File: src/logic/uart_pkg.sv
package uart_pkg;

    typedef logic [7:0] uart_byte_t;  // One data byte
    typedef logic [3:0] credit_t;     // Credit count, caps depth at 15
    typedef logic [3:0] tick_cnt_t;   // Oversample tick within a bit

    // Transmitter FSM
    typedef enum logic [1:0] {
        TX_IDLE,
        TX_START,
        TX_DATA,
        TX_STOP
    } tx_state_e;

    // Receiver FSM
    typedef enum logic [1:0] {
        RX_IDLE,
        RX_START,
        RX_DATA,
        RX_STOP
    } rx_state_e;

    // Word delivered to the host
    typedef struct packed {
        uart_byte_t data;
        logic       frame_err;  // Stop bit sampled low
    } rx_word_t;

endpackage

File: src/logic/uart_baud_gen.sv
module uart_baud_gen #(
    parameter int CLKS_PER_TICK = 4
) (
    input  logic clk,
    input  logic rst,
    output logic tick
);

    localparam int CW = (CLKS_PER_TICK > 1) ? $clog2(CLKS_PER_TICK) : 1;

    logic [CW-1:0] cnt;
    logic          wrap;

    // Free running from reset, shared by both directions
    assign wrap = (cnt == CW'(CLKS_PER_TICK - 1));

    always_ff @(posedge clk) begin
        if (!rst) begin
            cnt  <= '0;
            tick <= 1'b0;
        end else begin
            tick <= wrap;  // One cycle per period
            if (wrap) begin
                cnt <= '0;
            end else begin
                cnt <= cnt + 1'b1;
            end
        end
    end

endmodule

File: src/logic/uart_tx_fifo.sv
module uart_tx_fifo #(
    parameter int FIFO_DEPTH = 4
) (
    input  logic               clk,
    input  logic               rst,
    input  logic               tx_push,
    input  uart_pkg::uart_byte_t tx_byte,
    input  logic               tx_busy,
    output logic               tx_req,
    output uart_pkg::uart_byte_t tx_data,
    output logic               tx_credit
);

    localparam int PW = (FIFO_DEPTH > 1) ? $clog2(FIFO_DEPTH) : 1;

    uart_pkg::uart_byte_t mem [FIFO_DEPTH];
    logic [PW-1:0]        wr_ptr;
    logic [PW-1:0]        rd_ptr;
    uart_pkg::credit_t    count;
    logic                 pop;

    function automatic logic [PW-1:0] next_ptr(input logic [PW-1:0] ptr);
        if (ptr == PW'(FIFO_DEPTH - 1)) begin
            return '0;
        end
        return ptr + 1'b1;
    endfunction

    // Hand over the head byte once the transmitter is free
    assign pop       = (count != '0) && !tx_busy;
    assign tx_req    = pop;
    assign tx_data   = mem[rd_ptr];
    assign tx_credit = pop;  // Credit goes back with the pop

    always_ff @(posedge clk) begin
        if (tx_push) begin
            mem[wr_ptr] <= tx_byte;
        end
    end

    always_ff @(posedge clk) begin
        if (!rst) begin
            wr_ptr <= '0;
            rd_ptr <= '0;
            count  <= '0;
        end else begin
            if (tx_push) begin
                wr_ptr <= next_ptr(wr_ptr);
            end
            if (pop) begin
                rd_ptr <= next_ptr(rd_ptr);
            end
            case ({tx_push, pop})
                2'b10:   count <= count + 1'b1;
                2'b01:   count <= count - 1'b1;
                default: count <= count;
            endcase
        end
    end

    // Host must hold a credit, a pop in the same cycle frees one
    push_while_full: assert property (
        @(posedge clk) disable iff (!rst)
        tx_push |-> (count < uart_pkg::credit_t'(FIFO_DEPTH)) || pop
    );

    count_in_range: assert property (
        @(posedge clk) disable iff (!rst)
        count <= uart_pkg::credit_t'(FIFO_DEPTH)
    );

endmodule

File: src/logic/uart_tx.sv
module uart_tx (
    input  logic                 clk,
    input  logic                 rst,
    input  logic                 tick,
    input  logic                 tx_req,
    input  uart_pkg::uart_byte_t tx_data,
    output logic                 tx_busy,
    output logic                 tx_line
);

    uart_pkg::tx_state_e  state;
    uart_pkg::tick_cnt_t  tick_cnt;
    logic [2:0]           bit_idx;
    uart_pkg::uart_byte_t data_sr;
    logic                 load;
    logic                 bit_end;
    logic                 shift;

    assign load    = (state == uart_pkg::TX_IDLE) && tx_req;
    assign bit_end = tick && (tick_cnt == 4'd15);  // 16th tick of a bit
    assign shift   = bit_end && ((state == uart_pkg::TX_START) || (state == uart_pkg::TX_DATA));

    // Byte shifter, LSB goes out first
    always_ff @(posedge clk) begin
        if (load) begin
            data_sr <= tx_data;
        end else if (shift) begin
            data_sr <= data_sr >> 1;
        end
    end

    always_ff @(posedge clk) begin
        if (!rst) begin
            state    <= uart_pkg::TX_IDLE;
            tick_cnt <= '0;
            bit_idx  <= '0;
            tx_busy  <= 1'b0;
            tx_line  <= 1'b1;
        end else begin
            case (state)
                uart_pkg::TX_IDLE: begin
                    tx_line <= 1'b1;
                    if (tx_req) begin
                        tx_busy  <= 1'b1;
                        tick_cnt <= '0;
                        state    <= uart_pkg::TX_START;
                    end
                end
                uart_pkg::TX_START: begin
                    if (tick) begin
                        if (tx_line) begin
                            tx_line <= 1'b0;  // Start bit aligned to a tick
                        end else if (bit_end) begin
                            tx_line  <= data_sr[0];
                            tick_cnt <= '0;
                            bit_idx  <= '0;
                            state    <= uart_pkg::TX_DATA;
                        end else begin
                            tick_cnt <= tick_cnt + 1'b1;
                        end
                    end
                end
                uart_pkg::TX_DATA: begin
                    if (bit_end) begin
                        tick_cnt <= '0;
                        if (bit_idx == 3'd7) begin
                            tx_line <= 1'b1;  // Stop bit
                            state   <= uart_pkg::TX_STOP;
                        end else begin
                            tx_line <= data_sr[0];
                            bit_idx <= bit_idx + 1'b1;
                        end
                    end else if (tick) begin
                        tick_cnt <= tick_cnt + 1'b1;
                    end
                end
                uart_pkg::TX_STOP: begin
                    if (bit_end) begin
                        tx_busy <= 1'b0;
                        state   <= uart_pkg::TX_IDLE;
                    end else if (tick) begin
                        tick_cnt <= tick_cnt + 1'b1;
                    end
                end
                default: state <= uart_pkg::TX_IDLE;
            endcase
        end
    end

    // Queue only hands over while the transmitter is free
    no_req_while_busy: assert property (
        @(posedge clk) disable iff (!rst)
        tx_req |-> !tx_busy
    );

endmodule

File: src/logic/uart_rx.sv
module uart_rx #(
    parameter int RX_CREDITS = 2
) (
    input  logic               clk,
    input  logic               rst,
    input  logic               tick,
    input  logic               rx_line,
    input  logic               rx_credit,
    output logic               rx_valid,
    output uart_pkg::rx_word_t rx_word,
    output logic               rx_overrun
);

    logic                 rx_meta;
    logic                 rx_sync;
    logic                 rx_prev;
    uart_pkg::rx_state_e  state;
    uart_pkg::tick_cnt_t  tick_cnt;
    logic [2:0]           bit_idx;
    uart_pkg::uart_byte_t data_sr;
    uart_pkg::credit_t    credits;
    logic                 bit_end;
    logic                 stop_done;
    logic                 take;

    assign bit_end   = tick && (tick_cnt == 4'd15);  // Mid-bit sample point
    assign stop_done = (state == uart_pkg::RX_STOP) && bit_end;
    assign take      = stop_done && (credits != '0);

    // Two-flop synchronizer plus edge history
    always_ff @(posedge clk) begin
        if (!rst) begin
            rx_meta <= 1'b1;
            rx_sync <= 1'b1;
            rx_prev <= 1'b1;
        end else begin
            rx_meta <= rx_line;
            rx_sync <= rx_meta;
            rx_prev <= rx_sync;
        end
    end

    always_ff @(posedge clk) begin
        if ((state == uart_pkg::RX_DATA) && bit_end) begin
            data_sr <= {rx_sync, data_sr[7:1]};  // LSB arrives first
        end
        if (take) begin
            rx_word.data      <= data_sr;
            rx_word.frame_err <= !rx_sync;
        end
    end

    always_ff @(posedge clk) begin
        if (!rst) begin
            state      <= uart_pkg::RX_IDLE;
            tick_cnt   <= '0;
            bit_idx    <= '0;
            rx_valid   <= 1'b0;
            rx_overrun <= 1'b0;
            credits    <= uart_pkg::credit_t'(RX_CREDITS);
        end else begin
            rx_valid   <= take;
            rx_overrun <= stop_done && !take;  // Dropped for lack of credit
            credits    <= credits - uart_pkg::credit_t'(take)
                        + uart_pkg::credit_t'(rx_credit);
            case (state)
                uart_pkg::RX_IDLE: begin
                    if (rx_prev && !rx_sync) begin
                        tick_cnt <= '0;
                        state    <= uart_pkg::RX_START;
                    end
                end
                uart_pkg::RX_START: begin
                    if (tick && (tick_cnt == 4'd7)) begin
                        tick_cnt <= '0;
                        bit_idx  <= '0;
                        // Glitch if the line is back high
                        state    <= rx_sync ? uart_pkg::RX_IDLE : uart_pkg::RX_DATA;
                    end else if (tick) begin
                        tick_cnt <= tick_cnt + 1'b1;
                    end
                end
                uart_pkg::RX_DATA: begin
                    if (bit_end) begin
                        tick_cnt <= '0;
                        bit_idx  <= bit_idx + 1'b1;
                        if (bit_idx == 3'd7) begin
                            state <= uart_pkg::RX_STOP;
                        end
                    end else if (tick) begin
                        tick_cnt <= tick_cnt + 1'b1;
                    end
                end
                uart_pkg::RX_STOP: begin
                    if (bit_end) begin
                        state <= uart_pkg::RX_IDLE;
                    end else if (tick) begin
                        tick_cnt <= tick_cnt + 1'b1;
                    end
                end
                default: state <= uart_pkg::RX_IDLE;
            endcase
        end
    end

    // Host may only return credits it was given
    credit_overflow: assert property (
        @(posedge clk) disable iff (!rst)
        (rx_credit && !take) |-> (credits < uart_pkg::credit_t'(RX_CREDITS))
    );

endmodule

File: src/logic/uart_top.sv
module uart_top #(
    parameter int CLKS_PER_TICK = 4,
    parameter int FIFO_DEPTH    = 4,
    parameter int RX_CREDITS    = 2
) (
    input  logic                 clk,
    input  logic                 rst,
    input  logic                 tx_push,
    input  uart_pkg::uart_byte_t tx_byte,
    input  logic                 rx_line,
    input  logic                 rx_credit,
    output logic                 tx_line,
    output logic                 tx_credit,
    output logic                 rx_valid,
    output uart_pkg::rx_word_t   rx_word,
    output logic                 rx_overrun
);

    logic                 tick;     // 16x oversample
    logic                 tx_req;
    logic                 tx_busy;
    uart_pkg::uart_byte_t tx_data;

    uart_baud_gen #(
        .CLKS_PER_TICK(CLKS_PER_TICK)
    ) u_baud (
        .clk (clk),
        .rst (rst),
        .tick(tick)
    );

    uart_tx_fifo #(
        .FIFO_DEPTH(FIFO_DEPTH)
    ) u_tx_fifo (
        .clk      (clk),
        .rst      (rst),
        .tx_push  (tx_push),
        .tx_byte  (tx_byte),
        .tx_busy  (tx_busy),
        .tx_req   (tx_req),
        .tx_data  (tx_data),
        .tx_credit(tx_credit)
    );

    uart_tx u_tx (
        .clk    (clk),
        .rst    (rst),
        .tick   (tick),
        .tx_req (tx_req),
        .tx_data(tx_data),
        .tx_busy(tx_busy),
        .tx_line(tx_line)
    );

    uart_rx #(
        .RX_CREDITS(RX_CREDITS)
    ) u_rx (
        .clk       (clk),
        .rst       (rst),
        .tick      (tick),
        .rx_line   (rx_line),
        .rx_credit (rx_credit),
        .rx_valid  (rx_valid),
        .rx_word   (rx_word),
        .rx_overrun(rx_overrun)
    );

endmodule

File: config.mk
export PLATFORM = sky130hd
export DESIGN_NAME = uart_top
export DESIGN_NICKNAME = d
export VERILOG_FILES = /design/src/logic/uart_pkg.sv /design/src/logic/uart_baud_gen.sv /design/src/logic/uart_tx_fifo.sv /design/src/logic/uart_tx.sv /design/src/logic/uart_rx.sv /design/src/logic/uart_top.sv
export SDC_FILE = /design/constraint.sdc
export NUM_CORES = 1
export LEC_CHECK = 0
export BUFFER_PORTS_ARGS = -buffer_cell sky130_fd_sc_hd__buf_2
export CAP_MARGIN = 20
export CORE_MARGIN = 2
export CORE_UTILIZATION = 50
export DETAILED_ROUTE_END_ITERATION = 8
export MAX_ROUTING_LAYER = met4
export PLACE_DENSITY_LB_ADDON = 0.2
export SLEW_MARGIN = 20
export SYNTH_ARGS = -nofsm -noshare
export SYNTH_HDL_FRONTEND = slang
export SYNTH_SLANG_ARGS = --single-unit
File: constraint.sdc
create_clock -name clk -period 3.2 [get_ports clk]
set_input_delay 0.32 -clock clk [delete_from_list [all_inputs] [get_ports clk]]
set_output_delay 0.32 -clock clk [all_outputs]
set_load 0.01 [all_outputs]
==> flow_summary_export.csv <==
group,metric,value,unit
routing,ant_nets,0,
clocking,clk_latency,360,ps
placed_design,dp_hpwl,4610,um
synth,synth.most_common_cell,"edfxtp_1",
synth,synthTopCellsByArea,"edfxtp_1 39%, dfxtp_1 19%, ha_1 7.1%",
flow_run,max-cap-violations,0,
synth,synth_nets,387,
power,p_leak,0.00182,uW
clocking,cts_sinks,99,
global_routing,grt_max_degree,48,
placed_design,dp.cells,468,
timing,hold_viol,0,
finish,n_fill_cell,749,
die,boundaryPins,26,
placed_design,place_congestion,0.769,
global_routing,grt_pass1_wl,11300,um
power,p_per_area,759,nW/um^2
global_routing,overflow,0,
finish,syn_to_final_growth,8.64,%
routing,drc,0,
synth,synth-seq-cells,99,
critical_path,reg2reg_from,"u_rx.tick_cnt[0]$_SDFFE_PN0P_",
finish,num-nets-final,411,
timing,drv_slew,0,
critical_path,worstSetupStartpointType,"flip-flop",
min_path,hold_path.class,"input pin to flip-flop",
clocking,cts_setup_buffers,0,
synth,synth_commonest_cells,"57 x edfxtp_1, 42 x dfxtp_1, 25 x ha_1",
outcome,status,"finished clean",
critical_path,crit_type,"flip-flop to flip-flop",
die,core-area,8640,sq um
placed_design,dp_slack,673,ps
critical_path,worstPathRequired,3450,ps
timing,slew_headroom,50.8,%
clocking,numCtsBuffers,9,
die,num_rows,34,
finish,postLayoutCellArea,4780,sq um
synth,synth_top_area_cell,"edfxtp_1",
min_path,hp-start,"rx_line",
timing,finalSetupViolCount,0,
synth,synth_edf_count,57,
clocking,cts_tree,"built",
routing,detail_route.vias_per_cell,5.25,
placed_design,placed_area,4600,sq um
finish,final_cells,484,
synth,syn_area,4400,sq um
clocking,cts_resized,0,
critical_path,crit_path_start,"u_rx.tick_cnt[0]$_SDFFE_PN0P_",
synth,synth.avg_cell_area,12.7,sq um
timing,worst_slew_pin_slew,738,ps
routing,dr.pass1.iters,4,
clocking,postCtsHoldBufs,0,
synth,ys_types,58,
synth,synth_ff_type,"edfxtp_1",
synth,async_reset_ff_share,0,%
timing,fin_skew,10.7,ps
critical_path,worstPathMaxFanout,5,
routing,wl_per_cell,13.9,um
routing,vias,2540,
critical_path,cp.arrival,2790,ps
synth,netlist.area_leader.share,38.9,%
placed_design,port-buffer-count,25,
routing,drt-initial-drc-count,82,
timing,tns,0,ps
finish,utilization,55.4,%
timing,rsz0062_at_grt,"false",
die,fp.dieW,97.8,um
synth,postSynthCellCount,347,
die,dieHeight,97.8,um
timing,fin_crit_sh,79.1,%
global_routing,grt_use_total,15.2,%
die,die-area,9570,sq um
power,max-vdd-ir-drop,415,uV
global_routing,grt_pass1_vias,2463,
timing,fmax,395,MHz
finish,diodes,0,
clocking,cts_max_path_buffers,2,
timing,setup_ws,668,ps
timing,fin_crit,2530,ps
die,initial_core_util,51.0,%
global_routing,antenna_found_initial,0,
clocking,clk_pin_slew_worst_paths,100,ps
finish,post_route_cells_drive_above_1_share,17.8,%
synth,synth-seq-area-share,58.0,%
critical_path,critPathCaptureType,"flip-flop",
synth,ys_warn_count,0,
clocking,htree_levels,3,
clocking,cts_root_buf,"clkbuf_8",
routing,wl,6740,um
-- critical path, stage by stage, from the launching register on --
cell	delay, ps
dfxtp_1	380
ha_1	230
nand2_1	100
or3_1	390
nor2_1	160
ha_1	250
inv_1	50
ha_1	150
inv_1	60
fa_1	400
xnor2_1	130
and2_1	140
-- placed cells by master, fill, tap and decap left out, types with 3 or more instances in the layout --
master / n
mux2i_1: 4
o21ai_1: 3
nand2_1: 22
nand3_1: 11
dfxtp_1: 42
clkbuf_8: 9
a21boi_0: 5
mux4_2: 8
edfxtp_1: 57
o22ai_1: 3
or3_1: 3
inv_6: 3
buf_2: 25
and2_1: 16
a21oi_1: 8
nand2b_1: 4
xnor2_1: 3
inv_1: 18
nor3_1: 5
nor2_1: 16
nor2b_1: 10
ha_1: 25
mux2_4: 7
and3_1: 7
o21ai_0: 17
a21o_1: 3
-- path summary, 6_finish.rpt --
kind                                                    to  slack, ps  cells after the start
worst max-delay path            u_rx.credits[2]$_SDFF_PN0_        670                     11
worst min-delay path               u_rx.rx_meta$_SDFF_PN1_        160                      2
worst max register to register  u_rx.credits[2]$_SDFF_PN0_        670                     11
worst min register to register     u_rx.rx_sync$_SDFF_PN1_        430                      1
-- cell families (layout without fill, tap and decap cells) --
group | count (synthesis) | in the layout | synth area share, %
fa+ha+maj | 27 | 27 | 8.02
mux | 19 | 19 | 7.39
simple gates | 109 | 109 | 14.1
buf+inv | 32 | 61 | 3.18
compound gates | 56 | 56 | 8.30
flops | 99 | 99 | 58.0
xor+xnor | 5 | 5 | 0.995
-- area by class of cell --
type | instances | area, sq um | area share [%]
multi-input cells | 216 | 1710 | 35.7
clock buffers | 9 | 124 | 2.59
repair buffers | 26 | 133 | 2.77
inverters | 19 | 71.3 | 1.49
well taps | 108 | 135 | 2.83
clock inverters | 7 | 57.6 | 1.20
flip-flops and latches | 99 | 2550 | 53.4
-- power by group --
| part | switching [uW] | internal [uW] |
|---|---|---|
| sequential | 150 | 1560 |
| combinational | 599 | 579 |
| clock | 447 | 295 |
| total | 1200 | 2430 |
-- metal layers --
| metal | part of all wire [%] | GRT usage (%) | up-vias |
|---|---|---|---|
| li1 | - | - | 1302 |
| met1 | 46 | 17.8 | 1194 |
| met2 | 50 | 25.7 | 36 |
| met3 | 3.1 | 4.22 | 8 |
| met4 | 1.0 | 4.49 | 0 |
| met5 | 0 | - | - |
-- flip-flops by register name, indices dropped and copies added, names as in the netlist, 2 cells and up, named ones only --
| register | flops |
|---|---|
| u_baud.cnt | 2 |
| u_tx.bit_idx | 3 |
| u_tx_fifo.wr_ptr | 2 |
| u_tx.tick_cnt | 4 |
| u_rx.tick_cnt | 4 |
| u_tx.data_sr | 8 |
| u_rx.bit_idx | 3 |
| u_tx.state | 2 |
| u_tx_fifo.rd_ptr | 2 |
| u_rx.credits | 4 |
| u_tx_fifo.count | 4 |
| u_rx.rx_word | 9 |
| u_rx.data_sr | 8 |
| u_tx_fifo.mem | 32 |
-- stage by stage --
stage                     power [uW]  hold slack (ps)
final                           3630              159
after global routing            3870              150
after CTS                       3680              145
after detailed placement        2920              424
after global placement          2890              403
after floorplan                 2690              386
Note: power is estimated with default switching activity, not from simulation.
